## src/hw/io_ring_pkg.sv

```systemverilog
/* Pad counts, the pad-variant table and the JTAG pin map are fixed here.
   MIO pads sit in the low indices of the combined vector, DIO pads above. */

package io_ring_pkg;

  ////////////////////
  // Pad counts
  ////////////////////

  localparam int n_mio_pads = 12;                      // Muxed pads
  localparam int n_dio_pads = 6;                       // Dedicated pads
  localparam int n_ios      = n_mio_pads + n_dio_pads; // Combined vector width

  // Encoding follows the pad library variant field
  typedef enum logic [1:0] {
    pad_bidir      = 2'd0,
    pad_input_only = 2'd1,
    pad_tolerant   = 2'd2,
    pad_open_drain = 2'd3
  } pad_variant_e;

  localparam pad_variant_e pad_variant_tbl [n_ios] = '{
    pad_bidir,       // MIO 0
    pad_bidir,       // MIO 1
    pad_bidir,       // MIO 2
    pad_bidir,       // MIO 3
    pad_open_drain,  // MIO 4
    pad_open_drain,  // MIO 5
    pad_bidir,       // MIO 6  TMS when overlaid
    pad_bidir,       // MIO 7  TDI
    pad_bidir,       // MIO 8  TRST
    pad_bidir,       // MIO 9  TCK
    pad_open_drain,  // MIO 10 TDO
    pad_open_drain,  // MIO 11 JTAG enable strap
    pad_tolerant,    // DIO 0  USB P
    pad_tolerant,    // DIO 1  USB N
    pad_bidir,       // DIO 2  USB D, internal slot
    pad_bidir,       // DIO 3  SPI data
    pad_input_only,  // DIO 4  SPI CS_L
    pad_input_only   // DIO 5  SPI CLK
  };

  ////////////////////
  // Pin map
  ////////////////////

  localparam int jtag_en_idx = 11;
  localparam int tck_idx     = 9;
  localparam int tms_idx     = 6;
  localparam int trst_idx    = 8;
  localparam int tdi_idx     = 7;
  localparam int tdo_idx     = 10;

  localparam int usb_p_idx   = n_mio_pads + 0;
  localparam int usb_n_idx   = n_mio_pads + 1;
  localparam int usb_d_idx   = n_mio_pads + 2; // Also DP pull-up out slot
  localparam int spi_csb_idx = n_mio_pads + 4;

  // Pads taken over while JTAG is enabled
  localparam logic [n_ios-1:0] jtag_steal_mask =
    (n_ios'(1) << jtag_en_idx) | (n_ios'(1) << tck_idx) | (n_ios'(1) << tms_idx) |
    (n_ios'(1) << trst_idx) | (n_ios'(1) << tdi_idx) | (n_ios'(1) << tdo_idx);

  // CS_L is active low, so its idle value is 1
  localparam logic [n_ios-1:0] jtag_tie_off = n_ios'(1) << spi_csb_idx;

  ////////////////////
  // Structs
  ////////////////////

  typedef struct packed {
    logic invert;  // Applies to both directions
    logic keeper;  // Spare, no effect in this ring
  } pad_attr_t;

  typedef struct packed {
    logic en;   // Pin is driven
    logic val;  // Driven level, 0 when released
  } pad_drv_t;

  typedef struct packed {
    logic [n_ios-1:0] out;
    logic [n_ios-1:0] oe;
  } core_out_t;

  typedef struct packed {
    logic tck;
    logic tms;
    logic trst_n;
    logic tdi;
  } jtag_t;

  typedef struct packed {
    logic dp_pu_en;
    logic dn_pu_en;
  } usb_pu_t;

endpackage : io_ring_pkg

```

## src/hw/io_ring.sv

```systemverilog
/* Pad ring top. Pin to pad_o is combinational; pins reach core_in_o after
   2 clk edges, the USB data bit after 3. Pins are split into pad_i/pad_o. */

module io_ring (
  // Clock and reset
  input  logic                                           clk_i,
  input  logic                                           arst_n_i,
  // Package pins
  input  logic                  [io_ring_pkg::n_ios-1:0] pad_i,
  output io_ring_pkg::pad_drv_t  [io_ring_pkg::n_ios-1:0] pad_o,
  output io_ring_pkg::usb_pu_t                           usb_pu_o,
  // Core side
  input  io_ring_pkg::core_out_t                         core_i,
  input  io_ring_pkg::pad_attr_t [io_ring_pkg::n_ios-1:0] attr_i,
  output logic                  [io_ring_pkg::n_ios-1:0] core_in_o,
  // JTAG tap
  output io_ring_pkg::jtag_t                             jtag_o,
  input  logic                                           jtag_tdo_i,
  // USB
  input  logic                                           usb_rx_en_i
);

  import io_ring_pkg::*;

  core_out_t        core_muxed; // After JTAG overlay
  logic [n_ios-1:0] rx_pad;     // Pad receivers, after invert
  logic [n_ios-1:0] rx_merged;  // With USB data slot filled
  logic [n_ios-1:0] rx_core;    // After overlay, before sync
  logic             usb_d;      // Differential receiver output

  ////////////////////
  // Pad cells
  ////////////////////

  pad_drive_array u_pad_drive_array (
    .drv_i  ( core_muxed ),
    .attr_i ( attr_i     ),
    .pad_i  ( pad_i      ),
    .pad_o  ( pad_o      ),
    .rx_o   ( rx_pad     )
  );

  ////////////////////
  // USB receiver
  ////////////////////

  usb_diff_rx u_usb_diff_rx (
    .clk_i    ( clk_i            ),
    .arst_n_i ( arst_n_i         ),
    .en_i     ( usb_rx_en_i      ),
    .p_i      ( pad_i[usb_p_idx] ), // Raw pins, invert does not apply
    .n_i      ( pad_i[usb_n_idx] ),
    .d_o      ( usb_d            )
  );

  // USB D has no pin of its own, the receiver fills its slot
  always_comb begin
    rx_merged            = rx_pad;
    rx_merged[usb_d_idx] = usb_d;
  end

  ////////////////////
  // JTAG overlay
  ////////////////////

  jtag_overlay_mux u_jtag_overlay_mux (
    .core_i     ( core_i     ),
    .rx_o       ( rx_core    ),
    .core_o     ( core_muxed ),
    .rx_i       ( rx_merged  ),
    .jtag_o     ( jtag_o     ),
    .jtag_tdo_i ( jtag_tdo_i ),
    .usb_pu_o   ( usb_pu_o   )
  );

  ////////////////////
  // Input sync
  ////////////////////

  pad_in_sync #(
    .width ( n_ios )
  ) u_pad_in_sync (
    .clk_i    ( clk_i     ),
    .arst_n_i ( arst_n_i  ),
    .d_i      ( rx_core   ),
    .q_o      ( core_in_o )
  );

endmodule : io_ring

```

## src/hw/jtag_overlay_mux.sv

```systemverilog
/* JTAG overlay is selected by the jtag_en pad as seen after invert.
   Stolen pads are forced in both directions; USB pull-ups are broken out
   from the DIO 2 and DIO 3 out bits regardless of the overlay. */

module jtag_overlay_mux (
  // Core side
  input  io_ring_pkg::core_out_t          core_i,
  output logic [io_ring_pkg::n_ios-1:0]   rx_o,
  // Pad side
  output io_ring_pkg::core_out_t          core_o,
  input  logic [io_ring_pkg::n_ios-1:0]   rx_i,
  // JTAG tap
  output io_ring_pkg::jtag_t              jtag_o,
  input  logic                            jtag_tdo_i,
  // USB breakouts
  output io_ring_pkg::usb_pu_t            usb_pu_o
);

  import io_ring_pkg::*;

  logic jtag_en; // Overlay active

  assign jtag_en = rx_i[jtag_en_idx]; // Strap pin, active high

  ////////////////////
  // Outward path
  ////////////////////

  always_comb begin
    core_o = core_i;                                // Pass through by default
    if (jtag_en) begin
      core_o.oe           = core_i.oe & ~jtag_steal_mask; // Release stolen pads
      core_o.out[tdo_idx] = jtag_tdo_i;             // TDO takes its pad
      core_o.oe[tdo_idx]  = 1'b1;
    end
  end

  ////////////////////
  // Inward path
  ////////////////////

  // Stolen slots read the tie-off so the core sees idle values
  // on the pads it lost
  assign rx_o = jtag_en ? ((rx_i & ~jtag_steal_mask) | (jtag_tie_off & jtag_steal_mask))
                        : rx_i;

  always_comb begin
    jtag_o = '0;                      // Tap held in reset when off
    if (jtag_en) begin
      jtag_o.tck    = rx_i[tck_idx];
      jtag_o.tms    = rx_i[tms_idx];
      jtag_o.trst_n = rx_i[trst_idx]; // Pin is already active low
      jtag_o.tdi    = rx_i[tdi_idx];
    end
  end

  ////////////////////
  // USB pull-ups
  ////////////////////

  // DIO 3 doubles as SPI data, the pull-up just follows its out bit
  assign usb_pu_o.dp_pu_en = core_i.out[usb_d_idx];
  assign usb_pu_o.dn_pu_en = core_i.out[usb_d_idx + 1];

endmodule : jtag_overlay_mux

```

## src/hw/pad_drive_array.sv

```systemverilog
/* Purely combinational pad cells. Drive style comes from pad_variant_tbl,
   the invert attribute flips both the driven and the received level. */

module pad_drive_array (
  input  io_ring_pkg::core_out_t                       drv_i,
  input  io_ring_pkg::pad_attr_t [io_ring_pkg::n_ios-1:0] attr_i,
  input  logic                  [io_ring_pkg::n_ios-1:0] pad_i,
  output io_ring_pkg::pad_drv_t  [io_ring_pkg::n_ios-1:0] pad_o,
  output logic                  [io_ring_pkg::n_ios-1:0] rx_o
);

  import io_ring_pkg::*;

  logic [n_ios-1:0] inv_mask; // Invert bits gathered into one word
  logic [n_ios-1:0] eff_lvl;  // Level after invert, core to pin

  ////////////////////
  // Attribute decode
  ////////////////////

  always_comb begin
    for (int i = 0; i < n_ios; i++) begin
      inv_mask[i] = attr_i[i].invert; // Keeper bit is not used here
    end
  end

  assign eff_lvl = drv_i.out ^ inv_mask;

  ////////////////////
  // Output drivers
  ////////////////////

  // Released pads always report val 0, so the pin model sees a clean
  // en/val pair and never a stale level
  always_comb begin
    for (int i = 0; i < n_ios; i++) begin
      pad_o[i] = '0;                                  // Default released
      case (pad_variant_tbl[i])
        pad_bidir, pad_tolerant: begin
          pad_o[i].en  = drv_i.oe[i];                 // Push-pull
          pad_o[i].val = drv_i.oe[i] & eff_lvl[i];
        end
        pad_open_drain: begin
          pad_o[i].en  = drv_i.oe[i] & ~eff_lvl[i];   // Pull low only
          pad_o[i].val = 1'b0;                        // External pull-up gives the 1
        end
        default: begin
          pad_o[i] = '0;                              // Input only, never driven
        end
      endcase
    end
  end

  ////////////////////
  // Receivers
  ////////////////////

  // Every pad has an input buffer, driven pads read back their own level
  assign rx_o = pad_i ^ inv_mask;

endmodule : pad_drive_array

```

## src/hw/pad_in_sync.sv

```systemverilog
/* Two-flop synchronizer, both stages reset to zero.
   Each bit is synchronized on its own, no bus coherence. */

module pad_in_sync #(
  parameter int width = 1
) (
  input  logic             clk_i,
  input  logic             arst_n_i,
  input  logic [width-1:0] d_i,
  output logic [width-1:0] q_o
);

  logic [width-1:0] meta_q; // First stage, may go metastable
  logic [width-1:0] sync_q; // Second stage, safe to use

  always_ff @(posedge clk_i or negedge arst_n_i) begin
    if (!arst_n_i) begin
      meta_q <= '0;
      sync_q <= '0;
    end else begin
      meta_q <= d_i;
      sync_q <= meta_q;
    end
  end

  assign q_o = sync_q;

endmodule : pad_in_sync

```

## src/hw/usb_diff_rx.sv

```systemverilog
/* Registered model of the differential USB receiver. Output is 0 while
   disabled; SE0 and SE1 hold the last differential value. */

module usb_diff_rx (
  input  logic clk_i,
  input  logic arst_n_i,
  input  logic en_i,  // Receiver enable from core
  input  logic p_i,   // Raw D+ pin
  input  logic n_i,   // Raw D- pin
  output logic d_o    // Differential data
);

  logic d_q;
  logic d_d;

  ////////////////////
  // Next state
  ////////////////////

  always_comb begin
    d_d = d_q;                      // Hold by default
    if (!en_i) begin
      d_d = 1'b0;                   // Disabled reads as 0
    end else begin
      case ({p_i, n_i})
        2'b10:   d_d = 1'b1;        // J state
        2'b01:   d_d = 1'b0;        // K state
        default: d_d = d_q;         // SE0 or SE1
      endcase
    end
  end

  ////////////////////
  // Register
  ////////////////////

  always_ff @(posedge clk_i or negedge arst_n_i) begin
    if (!arst_n_i) begin
      d_q <= 1'b0;
    end else begin
      d_q <= d_d;
    end
  end

  assign d_o = d_q;

endmodule : usb_diff_rx

```

## config.mk

```make
export PLATFORM = sky130hd
export DESIGN_NAME = io_ring
export DESIGN_NICKNAME = d
export VERILOG_FILES = /design/src/hw/io_ring_pkg.sv /design/src/hw/io_ring.sv /design/src/hw/jtag_overlay_mux.sv /design/src/hw/pad_drive_array.sv /design/src/hw/pad_in_sync.sv /design/src/hw/usb_diff_rx.sv
export SDC_FILE = /design/constraint.sdc
export NUM_CORES = 1
export LEC_CHECK = 0
export BUFFER_PORTS_ARGS = -buffer_cell sky130_fd_sc_hd__buf_2
export CAP_MARGIN = 30
export CELL_PAD_IN_SITES_DETAIL_PLACEMENT = 1
export CELL_PAD_IN_SITES_GLOBAL_PLACEMENT = 1
export CORE_AREA = 2 2 87 89
export CTS_CLUSTER_SIZE = 25
export DETAILED_ROUTE_END_ITERATION = 7
export DIE_AREA = 0 0 89 91
export HOLD_SLACK_MARGIN = 0.12
export PLACE_DENSITY_LB_ADDON = 0.2
export SLEW_MARGIN = 20
export SYNTH_ARGS = -nofsm -noshare
export SYNTH_HDL_FRONTEND = slang
export SYNTH_HIERARCHICAL = 1
export SYNTH_SLANG_ARGS = --single-unit
```

## constraint.sdc

```tcl
create_clock -name clk_i -period 3.1 [get_ports clk_i]
set_input_delay 0.93 -clock clk_i [delete_from_list [all_inputs] [get_ports clk_i]]
set_output_delay 0.93 -clock clk_i [all_outputs]
set_load 0.03 [all_outputs]
```

* Word-level counts from Yosys, hierarchy flattened
Cells that the tools add are included.
** Cells by class
- Eq/ne operators :: 3
- Mux-type cells :: 6
- Bitwise gates (word level) :: 22
** Operators by type and width (count)
- $xor A18 B18 Y18 :: 1
- $and A1 B1 Y1 :: 16
- $xor A16 B16 Y16 :: 1
- $mux W12 :: 1
- $mux W11 :: 1
- $mux W4 :: 1
- $not A1 Y1 :: 4
- $ne A3 B1 Y1 const B :: 1
- $eq A2 B1 Y1 const B :: 1
- $eq A2 B2 Y1 const B :: 1
- $mux W1 :: 2
- $pmux W1 S2 :: 1
** Storage, ports and cells
- Register bits :: 37
- Input port bits :: 94
- Output and inout port bits :: 60
- Logic and storage cells :: 34

* Depth between registers and ports, before layout
Gate-level depths: netlist (run 1).
- Depth in word-level cells :: 5
- Depth in mapped cells :: 4
- Mapped depth without buffers :: 4

* Cells and area by module
Netlist (run 1), hierarchy kept.
** Modules (own cells, without submodules)
- pad_in_sync :: times used 1, cells each 36, area an instance 900.9 um^2, seq. area each 900.9 um^2
- pad_drive_array :: times used 1, cells each 71, area an instance 551.8 um^2, seq. area each 0.0 um^2
- jtag_overlay_mux :: times used 1, cells each 62, area an instance 456.7 um^2, seq. area each 0.0 um^2
- usb_diff_rx :: times used 1, cells each 4, area an instance 43.8 um^2, seq. area each 25.0 um^2

* Worst setup path after synthesis (run 1)
OpenSTA, ideal clock, no wires.
- Path type :: input-to-output
- Start :: input attr_i[23] in the netlist's numbering
- End :: output pad_o[21] in the netlist's numbering
- Arrival time :: 2042 ps
- Required time :: 2170 ps
- Setup slack :: 128 ps
- Stages :: 4
- Buffers on the path :: 0
- Cells stage by stage :: xor2_1 > mux2_2 > xnor2_1 > and2_1
** RTL lines
- from (decl) :: line io_ring.sv:14 : input io_ring_pkg::pad_attr_t [io_ring_pkg::n_ios-1:0] attr_i,
- to (decl) :: line io_ring.sv:10 : output io_ring_pkg::pad_drv_t [io_ring_pkg::n_ios-1:0] pad_o,

==> flow_summary_export.csv, run 1 <==
group,metric,value,unit
timing,finalSetupTns,0,ns
detailed_routing,drt_wl_total,3560,um
pwr,internal-power,0.899,mW
floorplan,num_rows,31,
timing,max_freq,333,MHz
floorplan,ios,154,
status,run_status,"complete, no violations",
placement,numPortBuffers,122,
clocking,cts_buffers,5,
pwr,p_sw_frac,0.291,
clocking,htree_num_levels,2,
detailed_routing,vias,1246,
finish,nNetsFinal,338,
detailed_routing,via_per_inst,3.62,
timing,slew_headroom,0.460,
pwr,power_density,543,nW/um^2
clocking,cts_max_path_buffers,2,
floorplan,die_h,91,um
floorplan,initial_core_util,0.268,
logic_synthesis,syn_inst,168,
pwr,combPwrFrac,0.247,
grt,grt_pass1_wl,5550,um
timing,period_share,0.968,
pwr,vdd_drop_max,147,uV
detailed_routing,drc,0,
clocking,cts_tree,"done",
clocking,clk_pin_slew,0.07,ns
setup_path,slowest_delay,0.37,ns
timing,hold_viol_final,0,
floorplan,dieArea,8100,sq um
setup_path,cp-start-kind,"primary input",
finish,synthToLayoutAreaGrowth,22.1,%
pwr,seqPwrFrac,0.425,
timing,setup_viol,0,
logic_synthesis,syn_area,1910,sq um
clocking,cts_root_buf,"clkbuf_8",
finish,antenna_cells,0,
detailed_routing,first_pass_iters,2,
clocking,cts_sinks,37,
grt,track_usage,0.0880,
timing,clock_skew,0.00262,ns
placement,gp_congestion,0.688,
grt,overflow,0,
clocking,clock_latency,0.28,ns
flow_run,drv_cap,0,
detailed_routing,wl_per_cell,10.3,um
clocking,post_cts_buffers,0,
detailed_routing,drtAntennaViolNets,0,
clocking,holdBufCountCts,0,
setup_path,crit_required,2.17,ns
grt,grt_max_degree,38,
pwr,switchingPower,0.369,mW
timing,slew_violations,0,
clocking,cts_resized,0,
setup_path,cp_cell_sequence,"buf_2, xor2_1, mux2_2, xnor2_1, and2_1, buf_2",
logic_synthesis,syn_avg_cell_area,11.4,sq um
setup_path,crit_path_max_fanout,2,
hold_path,min_path_type,"reg2reg",
timing,worst_pin_slew,0.810,ns
pwr,leakage,1.28,nW
setup_path,crit_path_end_kind,"primary output",
setup_path,crit_type,"in2out",
floorplan,die_w,89,um
detailed_routing,drtIter0Drc,10,
grt,antenna_found_initial,0,
placement,hpwl,3000,um
setup_path,cp.arrival,2.07,ns
pwr,total_power,1.27,mW
setup_path,path_common_cell,"buf_2",
logic_synthesis,ys.warnings.count,6,
finish,drive_gt1_frac,0.535,
grt,grt_pass1_vias,1259,
setup_path,critical_path.slowest_cell,"mux2_2",
timing,rsz0062_at_grt,"false",
pwr,pwr-share-clk,0.327,
floorplan,core_area,7140,sq um
timing,finalCriticalPeriod,3.00,ns
## power groups by stage
stage	clock network (mW)	logic [mW]	registers, mW
2_1_floorplan	0	0.212	0.595
6_report	0.415	0.314	0.539
4_1_cts	0.436	0.320	0.540
5_1_grt	0.455	0.340	0.544
3_3_place_gp	0	0.317	0.547
3_5_place_dp	0	0.319	0.550
## metal layers
metal,track usage,share of wire,vias up
met5,0,0,-
met4,0.0299,0.010,0
met3,0.0373,0.11,4
met2,0.146,0.50,78
met1,0.101,0.38,575
li1,-,-,589
## cells in the final DEF (no fill, tap or decap)
cell	n
conb_1	9
buf_2	122
buf_4	1
nand2_1	1
and2b_1	5
a21boi_1	1
mux2_2	1
xnor2_1	4
or2_1	1
clkbuf_1	1
clkbuf_8	6
nor2b_1	5
o21bai_1	1
xor2_1	29
dfrtp_1	37
and2_1	20
bufinv_16	1
## final timing paths
check                                              start                       end  slack (ns)  cells after the start
worst max-delay path                          attr_i[23]                 pad_o[21]         0.1                      6
worst min-delay path            u_pad_in_sync/meta_q[13]     u_pad_in_sync/q_o[13]        0.35                      0
worst max register to register         u_usb_diff_rx/d_o         u_usb_diff_rx/d_o        2.40                      2
worst min register to register  u_pad_in_sync/meta_q[13]     u_pad_in_sync/q_o[13]        0.35                      0
max in group asynchronous                       arst_n_i  u_pad_in_sync/meta_q[13]        1.85                      1
min in group asynchronous                       arst_n_i      u_pad_in_sync/q_o[4]        0.74                      1
## flip-flops by register name, indices dropped and copies added, names as in the netlist
signal	count
u_pad_in_sync/q_o	18
u_pad_in_sync/meta_q	18
u_usb_diff_rx/d_o	1
## per-stage QoR
| step | hold slack (ns) | instances | cell area [sq um] | setup WS, ns | utilization |
|---|---|---|---|---|---|
| after floorplan | 0.331 | 175 | 1940 | 0.128 | - |
| after global placement | 0.332 | 336 | 2220 | 0.101 | 0.311 |
| after detailed placement | 0.336 | 336 | 2220 | 0.0795 | 0.311 |
| after CTS | 0.353 | 344 | 2340 | 0.0840 | 0.327 |
| after global routing | 0.359 | 344 | 2340 | 0.0477 | 0.327 |
| final | 0.349 | 344 | 2340 | 0.0979 | 0.327 |
## critical path, delay by kind of cell
kind | cells | cell delay [ns]
xor gates and xnor gates | 2 | 0.33
buffers and inverters | 2 | 0.31
muxes | 1 | 0.37
and+or+nand+nor | 1 | 0.13
## final cells by class
class                   instances  area (sq um)
fillers                       872          4800
flip-flops and latches         37           926
repair buffers                123           618
multi-input cells              77           553
well taps                      99           124
clock buffers                   7          86.3
clock inverters                 1          30.0
No activity file was read; power rests on OpenSTA's default activity.
==> inputs of run 2 (changes only) <==
CORE_AREA = 2 2 84 86   (was 2 2 87 89)
DIE_AREA = 0 0 86 88   (was 0 0 89 91)
SYNTH_HIERARCHICAL = default   (was 1)
==> flow_summary_export.csv, run 2 <==
group,metric,value,unit
clocking,clk_pin_slew,0.06,ns
detailed_routing,met2_length,1670,um
flow_run,drv_cap,0,
finish,drive_gt1_frac,0.530,
pwr,total_power,1.13,mW
logic_synthesis,syn_avg_cell_area,12.0,sq um
logic_synthesis,synth_top_family_by_area,"XOR/XNOR gates",
setup_path,cp.arrival,1.92,ns
logic_synthesis,syn_area,1540,sq um
timing,rsz0062_at_grt,"false",
grt,track_usage,0.0960,
setup_path,crit_required,2.17,ns
clocking,cts_root_buf,"clkbuf_8",
timing,worst_pin_slew,0.754,ns
grt,grt_max_degree,36,
detailed_routing,drt_wl_total,3560,um
logic_synthesis,synth_cell_type_count,18,
setup_path,crit_type,"in2out",
logic_synthesis,synthMostInstantiatedCell,"dfrtp_1",
clocking,cts_resized,0,
floorplan,initial_core_util,0.231,
timing,period_share,0.918,
timing,hold_viol_final,0,
floorplan,num_rows,30,
clocking,post_cts_buffers,0,
logic_synthesis,synth_top_area_share,0.570,
floorplan,core_area,6640,sq um
logic_synthesis,synth_top_cell_by_area,"dfrtp_1",
pwr,power_density,509,nW/um^2
placement,hpwl,2990,um
finish,nNetsFinal,340,
placement,place_inst,319,
timing,slew_violations,0,
status,run_status,"complete, no violations",
logic_synthesis,synthTopCellsByCount,"dfrtp_1, xor2_1, buf_4, and2_1, nor2_1",
detailed_routing,drc,0,
floorplan,die_w,86,um
timing,finalCriticalPeriod,2.85,ns
placement,dp_slack,0.246,ns
grt,antenna_found_initial,0,
setup_path,crit_path_end_kind,"primary output",
logic_synthesis,synthAdderAreaFrac,0,
logic_synthesis,syn_inst,128,
logic_synthesis,synthMuxAreaShare,0,
floorplan,ios,154,
pwr,vdd_drop_max,118,uV
setup_path,crit_path_max_fanout,4,
logic_synthesis,synth_seq_area_share,0.570,
setup_path,cp-start-kind,"primary input",
detailed_routing,routed.top_layer,"met4",
timing,max_freq,351,MHz
logic_synthesis,synthXorXnorAreaFrac,0.187,
logic_synthesis,synth-main-ff-cell,"dfrtp_1",
detailed_routing,wl_met1,1350,um
clocking,holdBufCountCts,0,
placement,numPortBuffers,121,
clocking,cts_sinks,35,
timing,worst_slack,0.254,ns
clocking,cts_max_path_buffers,2,
finish,antenna_cells,0,
logic_synthesis,synth_edf_count,0,
finish,final_cells,327,
detailed_routing,drtIter0Drc,6,
logic_synthesis,yosys.area_share.simple,0.123,
logic_synthesis,synth_compound_area_frac,0.0171,
detailed_routing,via_per_inst,3.96,
clocking,cts_buffers,5,
grt,grt_pass1_wl,5640,um
timing,finalSetupTns,0,ns
floorplan,die_h,88,um
clocking,htree_num_levels,2,
logic_synthesis,ys_ff_latch,35,
timing,clock_skew,0.00545,ns
clocking,clock_latency,0.28,ns
floorplan,dieArea,7570,sq um
timing,slew_headroom,0.498,
logic_synthesis,ys.warnings.count,0,
detailed_routing,vias,1296,
logic_synthesis,async_reset_ff_frac,1.00,
grt,overflow,0,
timing,setup_viol,0,
logic_synthesis,synth_area_leaders,"dfrtp_1, xor2_1, buf_4, and2_1, xnor2_1",
clocking,cts_tree,"done",
pwr,leakage,1.23,nW
detailed_routing,wl_per_cell,10.9,um
finish,synthToLayoutAreaGrowth,44.4,%
finish,layout_commonest_cell,"buf_2",
setup_path,reg2reg_slack,2.30,ns
detailed_routing,drtAntennaViolNets,0,
detailed_routing,route.met3.wl,484,um
placement,gp_congestion,0.658,
detailed_routing,first_pass_iters,3,
grt,grt_pass1_vias,1272,
finish,final_cell_mix,"buf_2, dfrtp_1, xor2_1",
hold_path,min_path_type,"reg2reg",
-- run 2: metal layers --
metal,vias to the layer above,track usage
li1,603,-
met1,598,0.109
met2,89,0.156
met3,6,0.0452
met4,0,0.0390
met5,-,0
-- run 2: cells by family after synthesis --
family | count (synthesis)
AND/OR/NAND/NOR | 35
XOR/XNOR | 32
other | 1
AO/OA/AOI/OAI | 4
buffers and inverters | 21
flip-flops | 35
-- run 2: area by class of cell --
type	count	area, sq um
inverters	1	3.75
repair buffers	123	621
fillers	805	4430
clock inverters	1	5.00
clock buffers	7	76.3
well taps	80	100
flip-flops and latches	35	876
multi-input cells	80	537
-- run 2: path summary, 6_finish.rpt --
kind	startpoint	endpoint	cells past startpoint
worst max-delay path	attr_i[23]	pad_o[23]	4
worst max register to register	u_usb_diff_rx.d_o	u_usb_diff_rx.d_o	3
worst min-delay path	u_pad_in_sync.meta_q[15]	u_pad_in_sync.q_o[15]	0
max in group asynchronous	arst_n_i	u_pad_in_sync.q_o[9]	1
worst min register to register	u_pad_in_sync.meta_q[15]	u_pad_in_sync.q_o[15]	0
min in group asynchronous	arst_n_i	u_pad_in_sync.meta_q[14]	1
-- run 2: report_power, final --
group | switching, mW | internal [mW] | leakage, nW
Clock | 0.148 | 0.157 | 0.0422
Combinational | 0.208 | 0.105 | 0.764
Sequential | 0.0105 | 0.501 | 0.425
-- run 2: stage by stage --
stage | utilization | hold slack (ns) | cell area (sq um)
2_1_floorplan | - | 0.331 | 1570
3_3_place_gp | 0.322 | 0.332 | 2140
3_5_place_dp | 0.322 | 0.336 | 2140
4_1_cts | 0.334 | 0.352 | 2220
5_1_grt | 0.334 | 0.358 | 2220
6_report | 0.334 | 0.348 | 2220
-- run 2: critical path: stages --
cell	delay (ns)
buf_2	0.13
or3_2	0.46
a21boi_0	0.17
buf_2	0.22
==> inputs of run 3 (changes only) <==
ABC_AREA = 1   (was default)
CORE_AREA = 2 2 86 88   (was 2 2 84 86)
DIE_AREA = 0 0 88 90   (was 0 0 86 88)
==> flow_summary_export.csv, run 3 <==
group,metric,value,unit
status,run_status,"complete, no violations",
floorplan,die_w,88,um
setup_path,cp-start-kind,"primary input",
setup_path,crit_required,2.17,ns
clocking,clk_pin_slew,0.07,ns
detailed_routing,wl_per_cell,9.69,um
detailed_routing,drtIter0Drc,13,
pwr,power_density,515,nW/um^2
setup_path,r2r-start,"u_usb_diff_rx.d_o",
setup_path,crit_type,"in2out",
logic_synthesis,ys_ff_latch,35,
hold_path,min_path_type,"reg2reg",
setup_path,crit_path_max_fanout,15,
finish,nNetsFinal,368,
floorplan,initial_core_util,0.221,
logic_synthesis,syn_avg_cell_area,9.80,sq um
setup_path,r2r_end,"u_usb_diff_rx.d_o",
setup_path,cp.arrival,1.92,ns
grt,track_usage,0.0894,
clocking,holdBufCountCts,0,
finish,final_cell_mix,"buf_2, dfrtp_1, nor2_1",
logic_synthesis,synthTopCellsByCount,"dfrtp_1, nor2_1, nand2_1, buf_4",
pwr,leakage,1.28,nW
clocking,htree_num_levels,2,
setup_path,r2r_cells,2,
clocking,cts_max_path_buffers,2,
detailed_routing,via_per_inst,3.68,
hold_path,hold_depth,0,
logic_synthesis,synth_seq_area_share,0.565,
hold_path,min_from,"u_pad_in_sync.meta_q[3]",
logic_synthesis,async_reset_ff_frac,1.00,
finish,antenna_cells,0,
detailed_routing,first_pass_iters,4,
clocking,post_cts_buffers,0,
detailed_routing,drc,0,
grt,antenna_found_initial,0,
grt,grt_pass1_wl,5550,um
timing,worst_pin_slew,0.762,ns
timing,setup_viol,0,
grt,grt_max_degree,36,
timing,finalCriticalPeriod,2.85,ns
placement,hpwl,3040,um
finish,synthToLayoutAreaGrowth,45.8,%
clocking,cts_buffers,5,
logic_synthesis,syn_area,1550,sq um
clocking,clock_latency,0.28,ns
timing,hold_viol_final,0,
finish,drive_gt1_frac,0.476,
logic_synthesis,synth_area_leaders,"dfrtp_1, buf_4, nor2_1, xor2_1, nand2_1",
detailed_routing,vias,1375,
timing,whs,0.349,ns
setup_path,reg2reg_slack,2.39,ns
logic_synthesis,synth_top_cell_by_area,"dfrtp_1",
timing,finalSetupTns,0,ns
clocking,cts_root_buf,"clkbuf_8",
detailed_routing,drtAntennaViolNets,0,
logic_synthesis,synth-main-ff-cell,"dfrtp_1",
timing,clock_skew,0.00230,ns
clocking,cts_sinks,35,
floorplan,die_h,90,um
clocking,cts_resized,0,
placement,gp_congestion,0.662,
floorplan,core_area,7020,sq um
logic_synthesis,synth_cell_type_count,17,
hold_path,hold_end,"u_pad_in_sync.q_o[3]",
grt,overflow,0,
floorplan,ios,154,
logic_synthesis,syn_inst,158,
grt,grt_pass1_vias,1317,
pwr,vdd_drop_max,120,uV
logic_synthesis,synthMostInstantiatedCell,"dfrtp_1",
setup_path,crit_path_end_kind,"primary output",
timing,max_freq,351,MHz
logic_synthesis,synth_edf_count,0,
clocking,cts_tree,"done",
flow_run,drv_cap,0,
finish,layout_commonest_cell,"buf_2",
placement,numPortBuffers,121,
timing,rsz0062_at_grt,"false",
logic_synthesis,ys.warnings.count,0,
detailed_routing,drt_wl_total,3620,um
timing,period_share,0.919,
floorplan,dieArea,7920,sq um
floorplan,num_rows,31,
timing,slew_headroom,0.492,
logic_synthesis,synth_top_area_share,0.565,
timing,slew_violations,0,
-- run 3: cell types whose count changed in the layout (fill, tap and decap cells not counted), moves of 3 or more --
cell     change
xor2_1      -12
nor3_1       +3
a21oi_1      +4
and3_1       -4
inv_1       +10
and2_1      -15
o21ai_0      +3
nor2_1      +21
nand2_1     +20
-- run 3: layout make-up --
class | instances | area [sq um]
Tap cell | 99 | 124
Sequential cell | 35 | 876
Timing Repair Buffer | 121 | 606
Clock inverter | 1 | 7.51
Inverter | 11 | 41.3
Multi-Input combinational cell | 100 | 508
Fill cell | 897 | 4760
Clock buffer | 7 | 96.3
-- run 3: where the power goes --
group          internal (mW)  switching (mW)
clock network          0.202           0.154
logic                 0.0940           0.204
registers              0.499         0.00908
total                  0.795           0.368
-- run 3: cells by family (layout without fill, tap and decap cells) --
logic type,Yosys count,after routing,share of synthesized area
other,1,9,0.00242
buffers and inverters,31,140,0.126
xor gates and xnor gates,20,20,0.113
DFF,35,35,0.565
and+or+nand+nor,62,62,0.164
AOI/OAI and AO/OA,9,9,0.0291
-- run 3: metrics by stage --
stage                     instance area (sq um)  utilization  setup WS (ns)  std cells  total power, mW
final                                      2260        0.322          0.253        374             1.16
after floorplan                            1580            -          0.345        166            0.715
after CTS                                  2260        0.322          0.224        374             1.19
after detailed placement                   2150        0.307          0.228        366            0.821
after global placement                     2150        0.307          0.256        366            0.817
after global routing                       2260        0.322         0.0997        374             1.23
-- run 3: worst max path at each step --
stage	depth (start not counted)	end	slack, ns	start
2_1_floorplan	4	pad_o[14]	0.35	pad_i[11]
3_3_place_gp	8	pad_o[21]	0.26	pad_i[11]
3_5_place_dp	8	pad_o[21]	0.23	pad_i[11]
4_1_cts	8	pad_o[21]	0.22	pad_i[11]
5_1_grt	8	pad_o[21]	0.1	pad_i[11]
6_report	8	pad_o[21]	0.25	pad_i[11]
-- run 3: critical path, cell delays in order --
cell and delay, ns:
buf_2 0.12, inv_1 0.07, nand2_1 0.07, nand2_2 0.25, or2_1 0.15, nand2_1 0.05
nor2_1 0.08, buf_2 0.20
-- run 3: layer usage --
layer  global-route usage  part of all wire  vias up
met3               0.0404              0.14        7
met4               0.0385             0.018        0
li1                     -                 -      682
met1                0.105              0.40      596
met2                0.140              0.44       90
met5                    0                 0        -
